File: src/hw/vxe_vpu_us_pkg.sv
/*
 * Shared definitions of the VPU upstream request path
 * Address word is txnid on top, then the read flag, then 37 address bits
 * Transaction id is client on top, then thread id, then the argument bit
 * Queue depth must stay a power of two since pointers carry one wrap bit
 */

package vxe_vpu_us_pkg;

/* ============================== */
/* Word widths                    */
/* ============================== */
localparam int RQA_W	= 44;	/* Address/command word */
localparam int RQD_W	= 72;	/* Write data word */
localparam int TXNID_W	= 6;	/* Transaction id */
localparam int ADDR_W	= 37;	/* Upper bits of the 40-bit address */
localparam int CLIENT_W	= 2;	/* Client id inside the txnid */
localparam int THREAD_W	= 3;	/* Thread id inside the txnid */

/* ============================== */
/* Field positions                */
/* ============================== */
/* Address word */
localparam int RQA_TXNID_LSB	= RQA_W - TXNID_W;	/* Txnid sits in the top bits */
localparam int RQA_RNW_BIT	= ADDR_W;		/* Set for a read request */
localparam int RQA_ADDR_LSB	= 0;			/* Address fills the low bits */

/* Transaction id */
localparam int TXN_CLIENT_LSB	= TXNID_W - CLIENT_W;	/* Client on top */
localparam int TXN_THREAD_LSB	= 1;			/* Thread between client and arg */
localparam int TXN_ARG_BIT	= 0;			/* Argument type (Rs/Rt) */

/* Client codes */
localparam logic [CLIENT_W-1:0] CLNT_VPU0 = 2'd0;
localparam logic [CLIENT_W-1:0] CLNT_VPU1 = 2'd1;

/* ============================== */
/* Queues and state machines      */
/* ============================== */
localparam int Q_DEPTH	= 4;	/* Entries per queue */
localparam int Q_PTR_W	= 3;	/* Index bits plus the wrap bit */

/* Ingress FSM states */
localparam logic [1:0] FSM_RX_IDLE = 2'b00;	/* Out of reset */
localparam logic [1:0] FSM_RX_RDAD = 2'b01;	/* Taking address and data */
localparam logic [1:0] FSM_RX_RDAX = 2'b10;	/* Taking address only, data held */
localparam logic [1:0] FSM_RX_STLL = 2'b11;	/* Waiting for queue room */

/* Queue transmit FSM states */
localparam logic FSM_TX_IDLE = 1'b0;	/* Nothing on the port */
localparam logic FSM_TX_SEND = 1'b1;	/* Word offered with wr high */

/* Payload types */
typedef logic [RQA_W-1:0] rqa_t;	/* Address/command word */
typedef logic [RQD_W-1:0] rqd_t;	/* Data word */

endpackage

File: src/hw/vxe_vpu_us_decode.sv
`timescale 1ns/100ps

/*
 * Address word decoder with the routing rule
 * Purely combinational, fields are valid whenever i_rqa is
 * Reads follow the argument bit, writes follow the client
 */

module vxe_vpu_us_decode
	import vxe_vpu_us_pkg::*;
(
	input  rqa_t			i_rqa,		/* Address/command word */
	output logic [TXNID_W-1:0]	o_txnid,	/* Transaction id */
	output logic			o_rnw,		/* 1 for read, 0 for write */
	output logic [ADDR_W-1:0]	o_addr,		/* Upper address bits */
	output logic [CLIENT_W-1:0]	o_client_id,	/* VPU0 or VPU1 */
	output logic [THREAD_W-1:0]	o_thread_id,	/* VPU thread (0-7) */
	output logic			o_argument,	/* Argument type */
	output logic			o_mport		/* Destination master */
);

/* Destination master for one request */
function automatic logic get_mport(
	input logic			rnw,
	input logic			arg,
	input logic [CLIENT_W-1:0]	client
);
	/* Loads go by argument type so Rs and Rt fetch in parallel */
	if(rnw)
		return arg;
	/* Stores go by VPU, anything that is not VPU0 lands on master 1 */
	return (client == CLNT_VPU0) ? 1'b0 : 1'b1;
endfunction

/* ============================== */
/* Field extraction               */
/* ============================== */
assign o_txnid = i_rqa[RQA_TXNID_LSB +: TXNID_W];
assign o_rnw = i_rqa[RQA_RNW_BIT];
assign o_addr = i_rqa[RQA_ADDR_LSB +: ADDR_W];

/* Txnid subfields */
assign o_client_id = o_txnid[TXN_CLIENT_LSB +: CLIENT_W];
assign o_thread_id = o_txnid[TXN_THREAD_LSB +: THREAD_W];
assign o_argument = o_txnid[TXN_ARG_BIT];

/* The one place the routing rule lives */
assign o_mport = get_mport(o_rnw, o_argument, o_client_id);

endmodule

File: src/hw/vxe_vpu_us_rx.sv
`timescale 1ns/100ps

/*
 * Ingress stage of the VPU upstream path
 * Write data must be presented no later than its write address word
 * Early data is held in a single register, a second early word waits at
 * the source until the held one leaves with its write address
 * i_stall must include the nearly-full flags, which leaves room for the
 * one word that may still be taken on the edge where the stall is seen
 */

module vxe_vpu_us_rx
	import vxe_vpu_us_pkg::*;
(
	input  logic	clk,
	input  logic	nrst,
	/* Address channel */
	input  logic	i_rqa_vld,
	input  rqa_t	i_rqa,
	output logic	o_rqa_rd,
	/* Data channel */
	input  logic	i_rqd_vld,
	input  rqd_t	i_rqd,
	output logic	o_rqd_rd,
	/* From the decoder */
	input  logic	i_rnw,
	input  logic	i_mport,
	/* Queue side */
	input  logic	i_stall,	/* Some queue is full or nearly full */
	output logic	o_m0_rqa_push,
	output logic	o_m1_rqa_push,
	output logic	o_m0_rqd_push,
	output logic	o_m1_rqd_push,
	output rqa_t	o_rqa_word,
	output rqd_t	o_rqd_word
);

logic [1:0]	rx_state;	/* Current FSM state */
logic [1:0]	rcvr_state;	/* State to resume after a stall */
logic [1:0]	run_next;	/* Next running state ignoring stall */
rqd_t		data_q;		/* Early write data */
logic		rqa_take;	/* Address word consumed this edge */
logic		rqd_take;	/* Data word consumed this edge */
logic		hold_d;		/* Data consumed with no write to pair it */
logic		pair_q;		/* Held data leaves with this write */
logic		rqd_push;	/* Some data queue gets a word */

/* ============================== */
/* Handshake and steering         */
/* ============================== */
assign rqa_take = i_rqa_vld && o_rqa_rd;
assign rqd_take = i_rqd_vld && o_rqd_rd;

/* Data with a read address, or with no address at all, has to wait */
assign hold_d = (rx_state == FSM_RX_RDAD) && rqd_take && !(rqa_take && !i_rnw);
assign pair_q = (rx_state == FSM_RX_RDAX) && rqa_take && !i_rnw;

/* Data goes out either straight with its write or from the hold register */
assign rqd_push = ((rx_state == FSM_RX_RDAD) && rqd_take && rqa_take && !i_rnw) ||
	pair_q;

assign o_m0_rqa_push = rqa_take && !i_mport;
assign o_m1_rqa_push = rqa_take && i_mport;
assign o_m0_rqd_push = rqd_push && !i_mport;	/* Same master as the address */
assign o_m1_rqd_push = rqd_push && i_mport;

assign o_rqa_word = i_rqa;
assign o_rqd_word = (rx_state == FSM_RX_RDAX) ? data_q : i_rqd;

/* Running state that follows this edge when no stall hits */
always_comb
begin
	if(hold_d)
		run_next = FSM_RX_RDAX;
	else if(pair_q)
		run_next = FSM_RX_RDAD;
	else
		run_next = rx_state;
end

/* Hold register for early data */
always_ff @(posedge clk)
begin
	if(hold_d)
		data_q <= i_rqd;
end

/* ============================== */
/* Ingress FSM                    */
/* ============================== */
always_ff @(posedge clk or negedge nrst)
begin
	if(!nrst)
	begin
		rx_state <= FSM_RX_IDLE;
		rcvr_state <= FSM_RX_RDAD;
		o_rqa_rd <= 1'b0;
		o_rqd_rd <= 1'b0;
	end
	else
	begin
		case(rx_state)
		FSM_RX_IDLE:
		begin
			rx_state <= FSM_RX_RDAD;	/* Start reading right away */
			o_rqa_rd <= 1'b1;
			o_rqd_rd <= 1'b1;
		end
		FSM_RX_RDAD, FSM_RX_RDAX:
		begin
			if(i_stall)
			begin
				/* Park both channels and remember where to resume */
				rcvr_state <= run_next;
				rx_state <= FSM_RX_STLL;
				o_rqa_rd <= 1'b0;
				o_rqd_rd <= 1'b0;
			end
			else
			begin
				rx_state <= run_next;
				o_rqa_rd <= 1'b1;
				o_rqd_rd <= (run_next == FSM_RX_RDAD);	/* Data waits while one is held */
			end
		end
		default:
		begin
			if(!i_stall)
			begin
				rx_state <= rcvr_state;
				o_rqa_rd <= 1'b1;
				o_rqd_rd <= (rcvr_state == FSM_RX_RDAD);
			end
		end
		endcase
	end
end

/* ============================== */
/* Checks                         */
/* ============================== */
/* Held data must not be overwritten by a new data word */
a_rdax_no_rqd: assert property (@(posedge clk) disable iff (!nrst)
	(rx_state == FSM_RX_RDAX) |-> !o_rqd_rd);

/* Queue pressure closes both channels by the next cycle */
a_stall_closes: assert property (@(posedge clk) disable iff (!nrst)
	i_stall |=> (!o_rqa_rd && !o_rqd_rd));

endmodule

File: src/hw/vxe_vpu_us_queue.sv
`timescale 1ns/100ps

/*
 * Four-entry queue feeding one write/ready master port
 * A word pushed at edge N shows on the port after edge N+1 at the earliest
 * Pushing while o_full is high is not allowed and is not guarded here
 * o_pre_full rises one entry before full so a pipelined writer can stop
 */

module vxe_vpu_us_queue
	import vxe_vpu_us_pkg::*;
#(
	parameter type payload_t = rqa_t	/* Word carried by this queue */
)
(
	input  logic		clk,
	input  logic		nrst,
	/* Push side */
	input  logic		i_push,
	input  payload_t	i_word,
	output logic		o_full,
	output logic		o_pre_full,
	/* Master port */
	input  logic		i_rdy,
	output payload_t	o_word,
	output logic		o_wr
);

payload_t		mem [Q_DEPTH];	/* Circular storage */
logic [Q_PTR_W-1:0]	wp;		/* Write pointer with wrap bit */
logic [Q_PTR_W-1:0]	rp;		/* Read pointer with wrap bit */
logic [Q_PTR_W-1:0]	q_count;	/* Words stored, not counting o_word */
logic			empty;
logic			tx_state;	/* Transmit FSM state */
logic			load;		/* Head moves into the output register */

/* ============================== */
/* Occupancy                      */
/* ============================== */
assign q_count = wp - rp;	/* Wrap bit makes this exact up to Q_DEPTH */
assign empty = (wp == rp);
assign o_full = (q_count == Q_PTR_W'(Q_DEPTH));
assign o_pre_full = (q_count == Q_PTR_W'(Q_DEPTH - 1));

/* Storage is written at the push edge itself */
always_ff @(posedge clk)
begin
	if(i_push)
		mem[wp[Q_PTR_W-2:0]] <= i_word;
end

always_ff @(posedge clk or negedge nrst)
begin
	if(!nrst)
		wp <= '0;
	else if(i_push)
		wp <= wp + Q_PTR_W'(1);
end

/* ============================== */
/* Transmit FSM                   */
/* ============================== */
/*
 * A new word is loaded when the port is free or when the master
 * accepts the current one in this same cycle
 */
assign load = !empty && ((tx_state == FSM_TX_IDLE) || i_rdy);
assign o_wr = (tx_state == FSM_TX_SEND);	/* Straight from the state flop */

always_ff @(posedge clk or negedge nrst)
begin
	if(!nrst)
	begin
		tx_state <= FSM_TX_IDLE;
		rp <= '0;
	end
	else
	begin
		if(load)
			rp <= rp + Q_PTR_W'(1);

		case(tx_state)
		FSM_TX_IDLE:
		begin
			if(!empty)
				tx_state <= FSM_TX_SEND;
		end
		FSM_TX_SEND:
		begin
			/* Drop wr only once the last word is accepted */
			if(i_rdy && empty)
				tx_state <= FSM_TX_IDLE;
		end
		endcase
	end
end

/* Output word register */
always_ff @(posedge clk)
begin
	if(load)
		o_word <= mem[rp[Q_PTR_W-2:0]];
end

/* ============================== */
/* Checks                         */
/* ============================== */
/* An offered word stays put until the master takes it */
a_wr_hold: assert property (@(posedge clk) disable iff (!nrst)
	(o_wr && !i_rdy) |=> (o_wr && $stable(o_word)));

endmodule

File: src/hw/vxe_mem_hub_vpu_us.sv
`timescale 1ns/100ps

/*
 * VPU upstream request path of the memory hub
 * Two upstream channels fan out to two masters through four queues
 * No ordering is kept between master 0 and master 1
 * Write data must not trail its write address at the input
 */

module vxe_mem_hub_vpu_us
	import vxe_vpu_us_pkg::*;
(
	input  logic	clk,
	input  logic	nrst,
	/* Incoming request */
	input  logic	i_rqa_vld,
	input  rqa_t	i_rqa,
	output logic	o_rqa_rd,
	input  logic	i_rqd_vld,
	input  rqd_t	i_rqd,
	output logic	o_rqd_rd,
	/* Route to master 0 */
	input  logic	i_m0_rqa_rdy,
	output rqa_t	o_m0_rqa,
	output logic	o_m0_rqa_wr,
	input  logic	i_m0_rqd_rdy,
	output rqd_t	o_m0_rqd,
	output logic	o_m0_rqd_wr,
	/* Route to master 1 */
	input  logic	i_m1_rqa_rdy,
	output rqa_t	o_m1_rqa,
	output logic	o_m1_rqa_wr,
	input  logic	i_m1_rqd_rdy,
	output rqd_t	o_m1_rqd,
	output logic	o_m1_rqd_wr
);

logic	rqa_rnw;	/* Current address is a read */
logic	rqa_mport;	/* Destination of the current address */
logic	stall;		/* Ingress must stop */
logic	m0_rqa_push, m1_rqa_push, m0_rqd_push, m1_rqd_push;
rqa_t	rqa_word;	/* Address word to push */
rqd_t	rqd_word;	/* Data word to push, live or held */
logic	m0_rqa_full, m1_rqa_full, m0_rqd_full, m1_rqd_full;
logic	m0_rqa_pre_full, m1_rqa_pre_full, m0_rqd_pre_full, m1_rqd_pre_full;

/* Any queue at three or four entries stops ingress */
assign stall = m0_rqa_full || m1_rqa_full || m0_rqd_full || m1_rqd_full ||
	m0_rqa_pre_full || m1_rqa_pre_full || m0_rqd_pre_full || m1_rqd_pre_full;

/* ============================== */
/* Decode and ingress             */
/* ============================== */
/* Only the read flag and the route are needed on this path */
vxe_vpu_us_decode decode_i (
	.i_rqa(i_rqa), .o_txnid(), .o_rnw(rqa_rnw), .o_addr(),
	.o_client_id(), .o_thread_id(), .o_argument(), .o_mport(rqa_mport)
);

vxe_vpu_us_rx rx_i (
	.clk(clk), .nrst(nrst),
	.i_rqa_vld(i_rqa_vld), .i_rqa(i_rqa), .o_rqa_rd(o_rqa_rd),
	.i_rqd_vld(i_rqd_vld), .i_rqd(i_rqd), .o_rqd_rd(o_rqd_rd),
	.i_rnw(rqa_rnw), .i_mport(rqa_mport), .i_stall(stall),
	.o_m0_rqa_push(m0_rqa_push), .o_m1_rqa_push(m1_rqa_push),
	.o_m0_rqd_push(m0_rqd_push), .o_m1_rqd_push(m1_rqd_push),
	.o_rqa_word(rqa_word), .o_rqd_word(rqd_word)
);

/* ============================== */
/* Per-master queues              */
/* ============================== */
vxe_vpu_us_queue #(.payload_t(rqa_t)) m0_rqa_q (
	.clk(clk), .nrst(nrst), .i_push(m0_rqa_push), .i_word(rqa_word),
	.o_full(m0_rqa_full), .o_pre_full(m0_rqa_pre_full),
	.i_rdy(i_m0_rqa_rdy), .o_word(o_m0_rqa), .o_wr(o_m0_rqa_wr)
);

vxe_vpu_us_queue #(.payload_t(rqa_t)) m1_rqa_q (
	.clk(clk), .nrst(nrst), .i_push(m1_rqa_push), .i_word(rqa_word),
	.o_full(m1_rqa_full), .o_pre_full(m1_rqa_pre_full),
	.i_rdy(i_m1_rqa_rdy), .o_word(o_m1_rqa), .o_wr(o_m1_rqa_wr)
);

vxe_vpu_us_queue #(.payload_t(rqd_t)) m0_rqd_q (
	.clk(clk), .nrst(nrst), .i_push(m0_rqd_push), .i_word(rqd_word),
	.o_full(m0_rqd_full), .o_pre_full(m0_rqd_pre_full),
	.i_rdy(i_m0_rqd_rdy), .o_word(o_m0_rqd), .o_wr(o_m0_rqd_wr)
);

vxe_vpu_us_queue #(.payload_t(rqd_t)) m1_rqd_q (
	.clk(clk), .nrst(nrst), .i_push(m1_rqd_push), .i_word(rqd_word),
	.o_full(m1_rqd_full), .o_pre_full(m1_rqd_pre_full),
	.i_rdy(i_m1_rqd_rdy), .o_word(o_m1_rqd), .o_wr(o_m1_rqd_wr)
);

/* The ingress stall margin must keep every push off a full queue */
a_no_push_full: assert property (@(posedge clk) disable iff (!nrst)
	!((m0_rqa_push && m0_rqa_full) || (m1_rqa_push && m1_rqa_full) ||
	(m0_rqd_push && m0_rqd_full) || (m1_rqd_push && m1_rqd_full)));

endmodule

File: config.mk
export PLATFORM = sky130hd
export DESIGN_NAME = vxe_mem_hub_vpu_us
export DESIGN_NICKNAME = d
export VERILOG_FILES = /design/src/hw/vxe_vpu_us_pkg.sv /design/src/hw/vxe_vpu_us_decode.sv /design/src/hw/vxe_vpu_us_rx.sv /design/src/hw/vxe_vpu_us_queue.sv /design/src/hw/vxe_mem_hub_vpu_us.sv
export SDC_FILE = /design/constraint.sdc
export NUM_CORES = 1
export LEC_CHECK = 0
export CAP_MARGIN = 20
export CORE_ASPECT_RATIO = 2
export CORE_MARGIN = 3
export CORE_UTILIZATION = 55
export CTS_CLUSTER_SIZE = 20
export DETAILED_ROUTE_END_ITERATION = 8
export DONT_BUFFER_PORTS = 1
export HOLD_SLACK_MARGIN = 0.06
export PLACE_DENSITY_LB_ADDON = 0.15
export SLEW_MARGIN = 20
export SYNTH_ARGS = -nofsm -noshare
export SYNTH_HDL_FRONTEND = slang
export SYNTH_SLANG_ARGS = --single-unit
File: constraint.sdc
create_clock -name clk -period 12.9 [get_ports clk]
set_input_delay 3.225 -clock clk [delete_from_list [all_inputs] [get_ports clk]]
set_output_delay 3.225 -clock clk [all_outputs]
set_load 0.05 [all_outputs]
Word-level counts from Yosys, hierarchy flattened
Memories as Yosys holds them, arrays and structs flattened. A register that Yosys moved wholly into a read port is not among the register bits.
Cells that the tools add are included.
{"block": "classes", "add_sub_neg": 12, "n_eq_ne": 17, "muxes": 36, "bitwise": 4, "reduce_logical": 44}
{"op": "two-way mux 72 bit", "n": 1}
{"op": "adder 3 x 1 -> 3 bit (second input constant)", "n": 8}
{"op": "two-way mux 1 bit", "n": 24}
{"op": "logical AND 1 bit", "n": 21}
{"op": "== test 3 x 2 -> 1 bit (second input constant)", "n": 4}
{"op": "== test 3 bit", "n": 4}
{"op": "== test 3 bit (second input constant)", "n": 4}
{"op": "logical OR 1 bit", "n": 12}
{"op": "one-hot mux 1 bit (2 select lines)", "n": 6}
{"op": "subtractor 3 bit", "n": 4}
{"op": "two-way mux 2 bit", "n": 4}
{"op": "logical NOT 1 bit", "n": 7}
{"op": "== test 2 x 1 -> 1 bit (second input constant)", "n": 3}
{"op": "logical NOT 2 bit", "n": 2}
{"op": "inverter 1 bit", "n": 4}
{"op": "one-hot mux 2 bit (2 select lines)", "n": 1}
{"op": "inequality test 3 bit (second input constant)", "n": 1}
{"op": "== test 2 bit (second input constant)", "n": 1}
{"op": "AND reduction 2 bit", "n": 1}
{"op": "OR reduction 2 bit", "n": 1}
{"block": "totals", "register_bits": 106, "ram_bits": 928, "inputBits": 124, "elab_cells": 134, "n_memories": 4}
{"name": "m0_rqd_q.mem", "depth": 4, "width": 72, "read_ports": 1, "rd_ports_with_merged_regs": 1, "wr": 1, "line": "vxe_vpu_us_queue.sv:29", "text": "payload_t mem [Q_DEPTH]; /* Circular storage */"}
{"name": "m1_rqd_q.mem", "depth": 4, "width": 72, "read_ports": 1, "rd_ports_with_merged_regs": 1, "wr": 1, "line": "vxe_vpu_us_queue.sv:29"}
{"name": "m0_rqa_q.mem", "depth": 4, "width": 44, "read_ports": 1, "rd_ports_with_merged_regs": 1, "wr": 1, "line": "vxe_vpu_us_queue.sv:29"}
{"name": "m1_rqa_q.mem", "depth": 4, "width": 44, "read_ports": 1, "rd_ports_with_merged_regs": 1, "wr": 1, "line": "vxe_vpu_us_queue.sv:29"}

Longest topological paths before layout
{"block": "logic_depth", "depth_word": 11, "ltp_mapped": 9, "mapped_depth_nobuf": 9}

Hierarchy
Synthesis repeated with hierarchy kept, for this count alone.
{"block": "hier_totals", "cells_unflattened": 1918, "area_unflattened_um2": 46727.3}
{"module": "vxe_vpu_us_queue at m0_rqd_q ...", "n_inst": 2, "cells_per_inst": 489, "area_each_um2": 13086.3, "seq_area_each_um2": 10985.5}
{"module": "vxe_vpu_us_queue at m0_rqa_q ...", "n_inst": 2, "cells_per_inst": 315, "area_each_um2": 8139.1, "seq_area_each_um2": 6781.5}
{"module": "vxe_vpu_us_rx", "n_inst": 1, "cells_per_inst": 254, "area_each_um2": 3872.5, "seq_area_each_um2": 2313.5}
{"module": "vxe_vpu_us_decode", "n_inst": 1, "cells_per_inst": 53, "area_each_um2": 387.9, "seq_area_each_um2": 0.0}
{"module": "vxe_mem_hub_vpu_us", "n_inst": 1, "cells_per_inst": 3, "area_each_um2": 16.3, "seq_area_each_um2": 0.0}

Least setup slack after synthesis
Ideal clock, no wire load.
{"block": "synth_timing", "kind": "input -> register", "from": "input i_m0_rqd_rdy", "to": "register m0_rqd_q.rp[2]", "setup_time_ps": 132, "t_arrival_ps": 7602, "setup_slack_ps": 5166, "stages": 4, "path_buffers": 0, "cell_sequence": "nor2b_1 a31oi_1 nand2_1 xnor2_1"}
{"block": "synth_between", "elab_chain_len": 2}
{"item": "start, declared", "line": "vxe_mem_hub_vpu_us.sv:26", "text": "input logic i_m0_rqd_rdy,"}
{"item": "logical OR 1 bit", "line": "vxe_vpu_us_queue.sv:67", "text": "assign load = !empty && ((tx_state == FSM_TX_IDLE) || i_rdy);"}
{"item": "logical AND 1 bit", "line": "vxe_vpu_us_queue.sv:67"}
{"item": "via m0_rqd_q.load", "line": "vxe_vpu_us_queue.sv:35", "text": "logic load; /* Head moves into the output register */"}
{"item": "end signal, assigned", "line": "vxe_vpu_us_queue.sv:80", "text": "rp <= rp + Q_PTR_W'(1);"}
{"item": "end, declared", "line": "vxe_vpu_us_queue.sv:31", "text": "logic [Q_PTR_W-1:0] rp; /* Read pointer with wrap bit */"}
The timed path passes the listed nets, and every way through them passes these cells.
A chain may end at the register's enable or synchronous reset.

Worst setup path after layout
{"block": "layout_timing", "from": "input i_rqa[43]", "to": "memory m0_rqd_q.mem[1][38] (netlist name), enable pin"}
{"block": "layout_between", "elab_chain_len": 7}
{"item": "start, declared", "line": "vxe_mem_hub_vpu_us.sv:17", "text": "input rqa_t i_rqa,"}
{"item": "logical NOT 2 bit", "line": "vxe_vpu_us_decode.sv:32", "text": "return (client == CLNT_VPU0) ? 1'b0 : 1'b1;"}
{"item": "two-way mux 1 bit (2 in a row)", "line": "vxe_vpu_us_decode.sv:32"}
{"item": "logical NOT 1 bit", "line": "vxe_vpu_us_rx.sv:64", "text": "assign o_m0_rqd_push = rqd_push && !i_mport; /* Same master as the address */"}
{"item": "logical AND 1 bit", "line": "vxe_vpu_us_rx.sv:64"}
{"item": "two-way mux 1 bit", "line": "vxe_vpu_us_queue.sv:48", "text": "if(i_push)"}
{"item": "two-way mux 1 bit (not written as such)", "line": "vxe_vpu_us_queue.sv:49", "text": "mem[wp[Q_PTR_W-2:0]] <= i_word;"}
{"item": "end, declared", "line": "vxe_vpu_us_queue.sv:29"}
Every way passes these cells.

==> results.txt <==
* Busiest metal layer after global routing: met2
- TritonCTS built the clock tree.
- The clock period could shrink to 5230 ps.
- For the worst-skew pair, the clock arrives at the later sink with an insertion delay of ~700 ps.
- From left edge to right edge, the die measures between 200 and 250 um.
- CTS built an H-tree with a depth of 3.
- The critical path goes through nor2_1 -> o21ai_0 -> nor4_2 -> and2_4 -> buf_4.
- Leakage power summed over all cells: 16.0 nW
- Static timing analysis puts the maximum clock frequency at roughly 190 MHz.
- At the end of routability-driven placement, the weighted congestion stood at 0.739.
* Count of TritonRoute iterations in the first routing pass: 5
* Critical-path cell with the highest stage delay: sky130_fd_sc_hd__buf_4
- Worst Reg2Reg Path Length in Cells: 6
- Setup repair after global routing left no endpoint under its margin.
- The synthesized netlist contains 43 unique library cells.
- The worst setup path is of the in -> reg kind.
- CP Capture Type: register
- For this run, the slowest stage of the critical path takes 690 ps.
- approximately 360 I/O pins were placed.
- In the final layout, the share of cells above drive strength 1 is 27.6%.
- Area added between synthesis and finish: 10.8%
* IR drop worst, VDD: about 0.00018 V
- Measured against its own limit, the worst slew margin works out to ~33%.
- The library cells used most frequently in the layout, excluding fill and tap cells, are 1232 x sky130_fd_sc_hd__edfxtp_1, 232 x sky130_fd_sc_hd__mux4_2, 105 x sky130_fd_sc_hd__clkbuf_16.
* Final clock skew: 22.7 ps
- Sequential element share of the synthesized area: ~83%
- The worst hold path belongs to the class reg -> reg.
- Hold violation count in the final report: 0
- For met1 alone, demand over resource in global routing was a little over a quarter.
- Net Sw Power: 0.00455 W
- Cell at the root of the clock tree: sky130_fd_sc_hd__clkbuf_16
* Result of the run: finished clean
- Gr ovfl total: 0
* PD cells: about 250 nW/um^2
- In the final timing run, aggregate negative setup slack is 0 ps.
* Maximum fanout along the worst path: 53
* Data arrival time at the worst-slack endpoint: ~5500 ps
- Sequential power share: roughly 58%
* Vias in the first global route: 19500
- Kind of start point of the critical path: input pin
- After clock tree synthesis, the clock-pin slew on the worst setup and hold paths is roughly 70 ps.
- Post-CTS timing repair inserted 0 buffers for setup.
- After synthesis the cells add up to around 46000 sq um.
- Final HPWL DP: approximately 54 mm
* Required @ worst endpoint: roughly 13000 ps
- Net switching is a little over a third of the power.
* Final Max Tran Viols: 0
* Initial antenna violation count: 4
- In this run the standard cell core region covers a little over 80000 sq um.
- Global routing consumed, over all layers together, 20.9% of the routing resources.
- Of the total power, the clock network draws between 20% and 30%.
* Most common cell after layout, fill and taps aside: sky130_fd_sc_hd__edfxtp_1
- For met3 alone, demand over resource in global routing was under 10%.
- Combinational logic burns approximately 17% of the power.
* Average wire length per cell after detail routing: 29.3 um
* Met2 global-route usage: a little over a third
* Via Count: 18300
- Internal power comes to approximately 0.0082 W.
* Final wirelength: 88.5 mm
* Count of antenna-violating nets left after detailed routing: 0
* Placement row count: approximately 150
* Area of the die: 86600 sq um
- Number of buffers inserted for hold repair after clock tree synthesis: 0
- For this configuration, the core starts out at a cell density of between 50 and 60%.
- Pin count of the biggest net entering global routing: 76
* Detailed router's first-iteration violation count: around 1500
- Number of antenna repair diodes: 0
* Global-route wire length before repair: between 100 and 150 mm
* Number of warnings issued by yosys: 0
- Final Cell Area: approximately 51000 sq um
- IO Port Bufs: 0
- Buffers inserted during clock tree synthesis total ~100.
- Count of final setup violators: 0
- Across the run, the number of max-cap violations was 0.
- Worst Hold Path Cells: 1
- Number of instances in the synthesized netlist: 1810
- Number of sinks driven by the clock tree: ~1300
* Final cycle utilization of the critical path: 40.5%
- Instance area after placement: 47100 sq um
- DRC violations left: 0
- Dividing the synthesized area by the synthesized cell count gives roughly 25 sq um.
- Pin slew with the least headroom to its limit: 1010 ps
- Number of flip-flops and latches in the synthesized netlist: between 1000 and 1500
- Height of the die: 413 um
- DR vias/cell: just over 6
* Number of nets in the synthesized netlist: a little under 2000
* Post-cts resize count: 0
* Net count of the finished layout: ~2000
* CTS Buffer Depth: 3
-- metrics by stage --
stage | power, W | hold slack, ps | setup WS [ps] | std cells | util, %
after floorplan | 0.00894 | 483 | 5170 | 1810 | -
after global placement | 0.00974 | 507 | 6980 | 2829 | 57.4
after detailed placement | 0.00979 | 513 | 6900 | 2830 | 57.5
after CTS | 0.0130 | 522 | 7670 | 3024 | 61.7
after global routing | 0.0133 | 543 | 7550 | 3024 | 61.7
final | 0.0128 | 516 | 7670 | 3024 | 61.7
-- state kept, by name, summed over array words and instances, names as in the netlist, 44 cells and up --
signal and cells:
m1_rqd_q.mem 288, m1_rqa_q.o_word 44, m0_rqd_q.o_word 72, m0_rqa_q.o_word 44, m0_rqa_q.mem 176, rx_i.data_q 72, m1_rqd_q.o_word 72, m1_rqa_q.mem 176
m0_rqd_q.mem 288
-- critical path, delay by kind of cell --
family | cells | cell delay, ps
AO/OA/AOI/OAI | 1 | 190
AND/OR/NAND/NOR | 3 | 1300
buffers and inverters | 1 | 690
-- path summary, 6_finish.rpt --
path                       slack (ps)                   to             start
min                               520       m1_rqa_q.rp[2]    m1_rqa_q.rp[2]
max in group asynchronous       10480   rx_i.rcvr_state[0]              nrst
max reg2reg                      9440  m0_rqd_q.mem[1][38]  rx_i.rx_state[0]
min reg2reg                       520       m1_rqa_q.rp[2]    m1_rqa_q.rp[2]
max                              7670  m0_rqd_q.mem[1][38]         i_rqa[43]
min in group asynchronous        2230       m0_rqa_q.wp[2]              nrst
-- layer usage --
| metal | wire length [um] | vias up |
|---|---|---|
| met2 | 45700 | 672 |
| met1 | 33400 | 9779 |
| met5 | 34 | - |
| met4 | 2270 | 6 |
| li1 | - | 7720 |
| met3 | 7160 | 115 |
-- power by group through the flow --
| stage | clock network [W] | registers, W | logic (W) |
|---|---|---|---|
| floorplan | 0 | 0.00720 | 0.00174 |
| global placement | 0 | 0.00755 | 0.00218 |
| detailed placement | 0 | 0.00753 | 0.00226 |
| CTS | 0.00323 | 0.00746 | 0.00227 |
| global route | 0.00338 | 0.00751 | 0.00241 |
| finish | 0.00315 | 0.00742 | 0.00221 |
-- synthesized netlist by cell type (all sizes together) --
| library cell | n | area [sq um] |
|---|---|---|
| o22ai | 1 | 6.26 |
| nand3 | 4 | 32.5 |
| nand2b | 1 | 6.26 |
| mux2 | 76 | 867 |
| and3 | 1 | 6.26 |
| o31ai | 1 | 7.51 |
| a32oi | 1 | 8.76 |
| o21ai | 14 | 81.3 |
| edfxtp | 1232 | 37000 |
| fa | 4 | 80.1 |
| o21a | 1 | 7.51 |
| dfstp | 1 | 26.3 |
| a31oi | 4 | 25.0 |
| xor2 | 10 | 87.6 |
| nand4b | 3 | 26.3 |
| nand2 | 18 | 67.6 |
| and4b | 1 | 10.0 |
| clkbuf | 26 | 97.6 |
| xnor3 | 3 | 67.6 |
| o211ai | 2 | 15.0 |
| or2 | 1 | 6.26 |
| mux2i | 3 | 50.1 |
| buf | 35 | 163 |
| ha | 32 | 400 |
| o221ai | 1 | 8.76 |
| nand4 | 1 | 6.26 |
| xnor2 | 11 | 104 |
| mux4 | 232 | 5230 |
| and2 | 19 | 119 |
| nor2 | 10 | 37.5 |
| nor2b | 6 | 37.5 |
| inv | 18 | 67.6 |
| nor4 | 2 | 18.8 |
| a21oi | 1 | 5.00 |
| o32a | 1 | 10.0 |
| dfrtp | 33 | 826 |
-- kinds of logic after synthesis --
kind of cell | share of synthesized area [%]
adders and majority gates | 1.05
xor gates and xnor gates | 0.568
DFF | 83.0
buffers and inverters | 0.719
muxes | 13.5
AOI/OAI and AO/OA | 0.384
and+or+nand+nor | 0.820
-- cell type report --
type | count | area, sq um
fill | 5516 | 31300
sequential | 1266 | 37900
tap | 1050 | 1310
multi-input combinational | 465 | 7540
clock inverter | 76 | 776
clock buffer | 118 | 2680
inverter | 18 | 67.6
timing repair buffer | 31 | 268
Note: power is estimated with default switching activity, not from simulation.
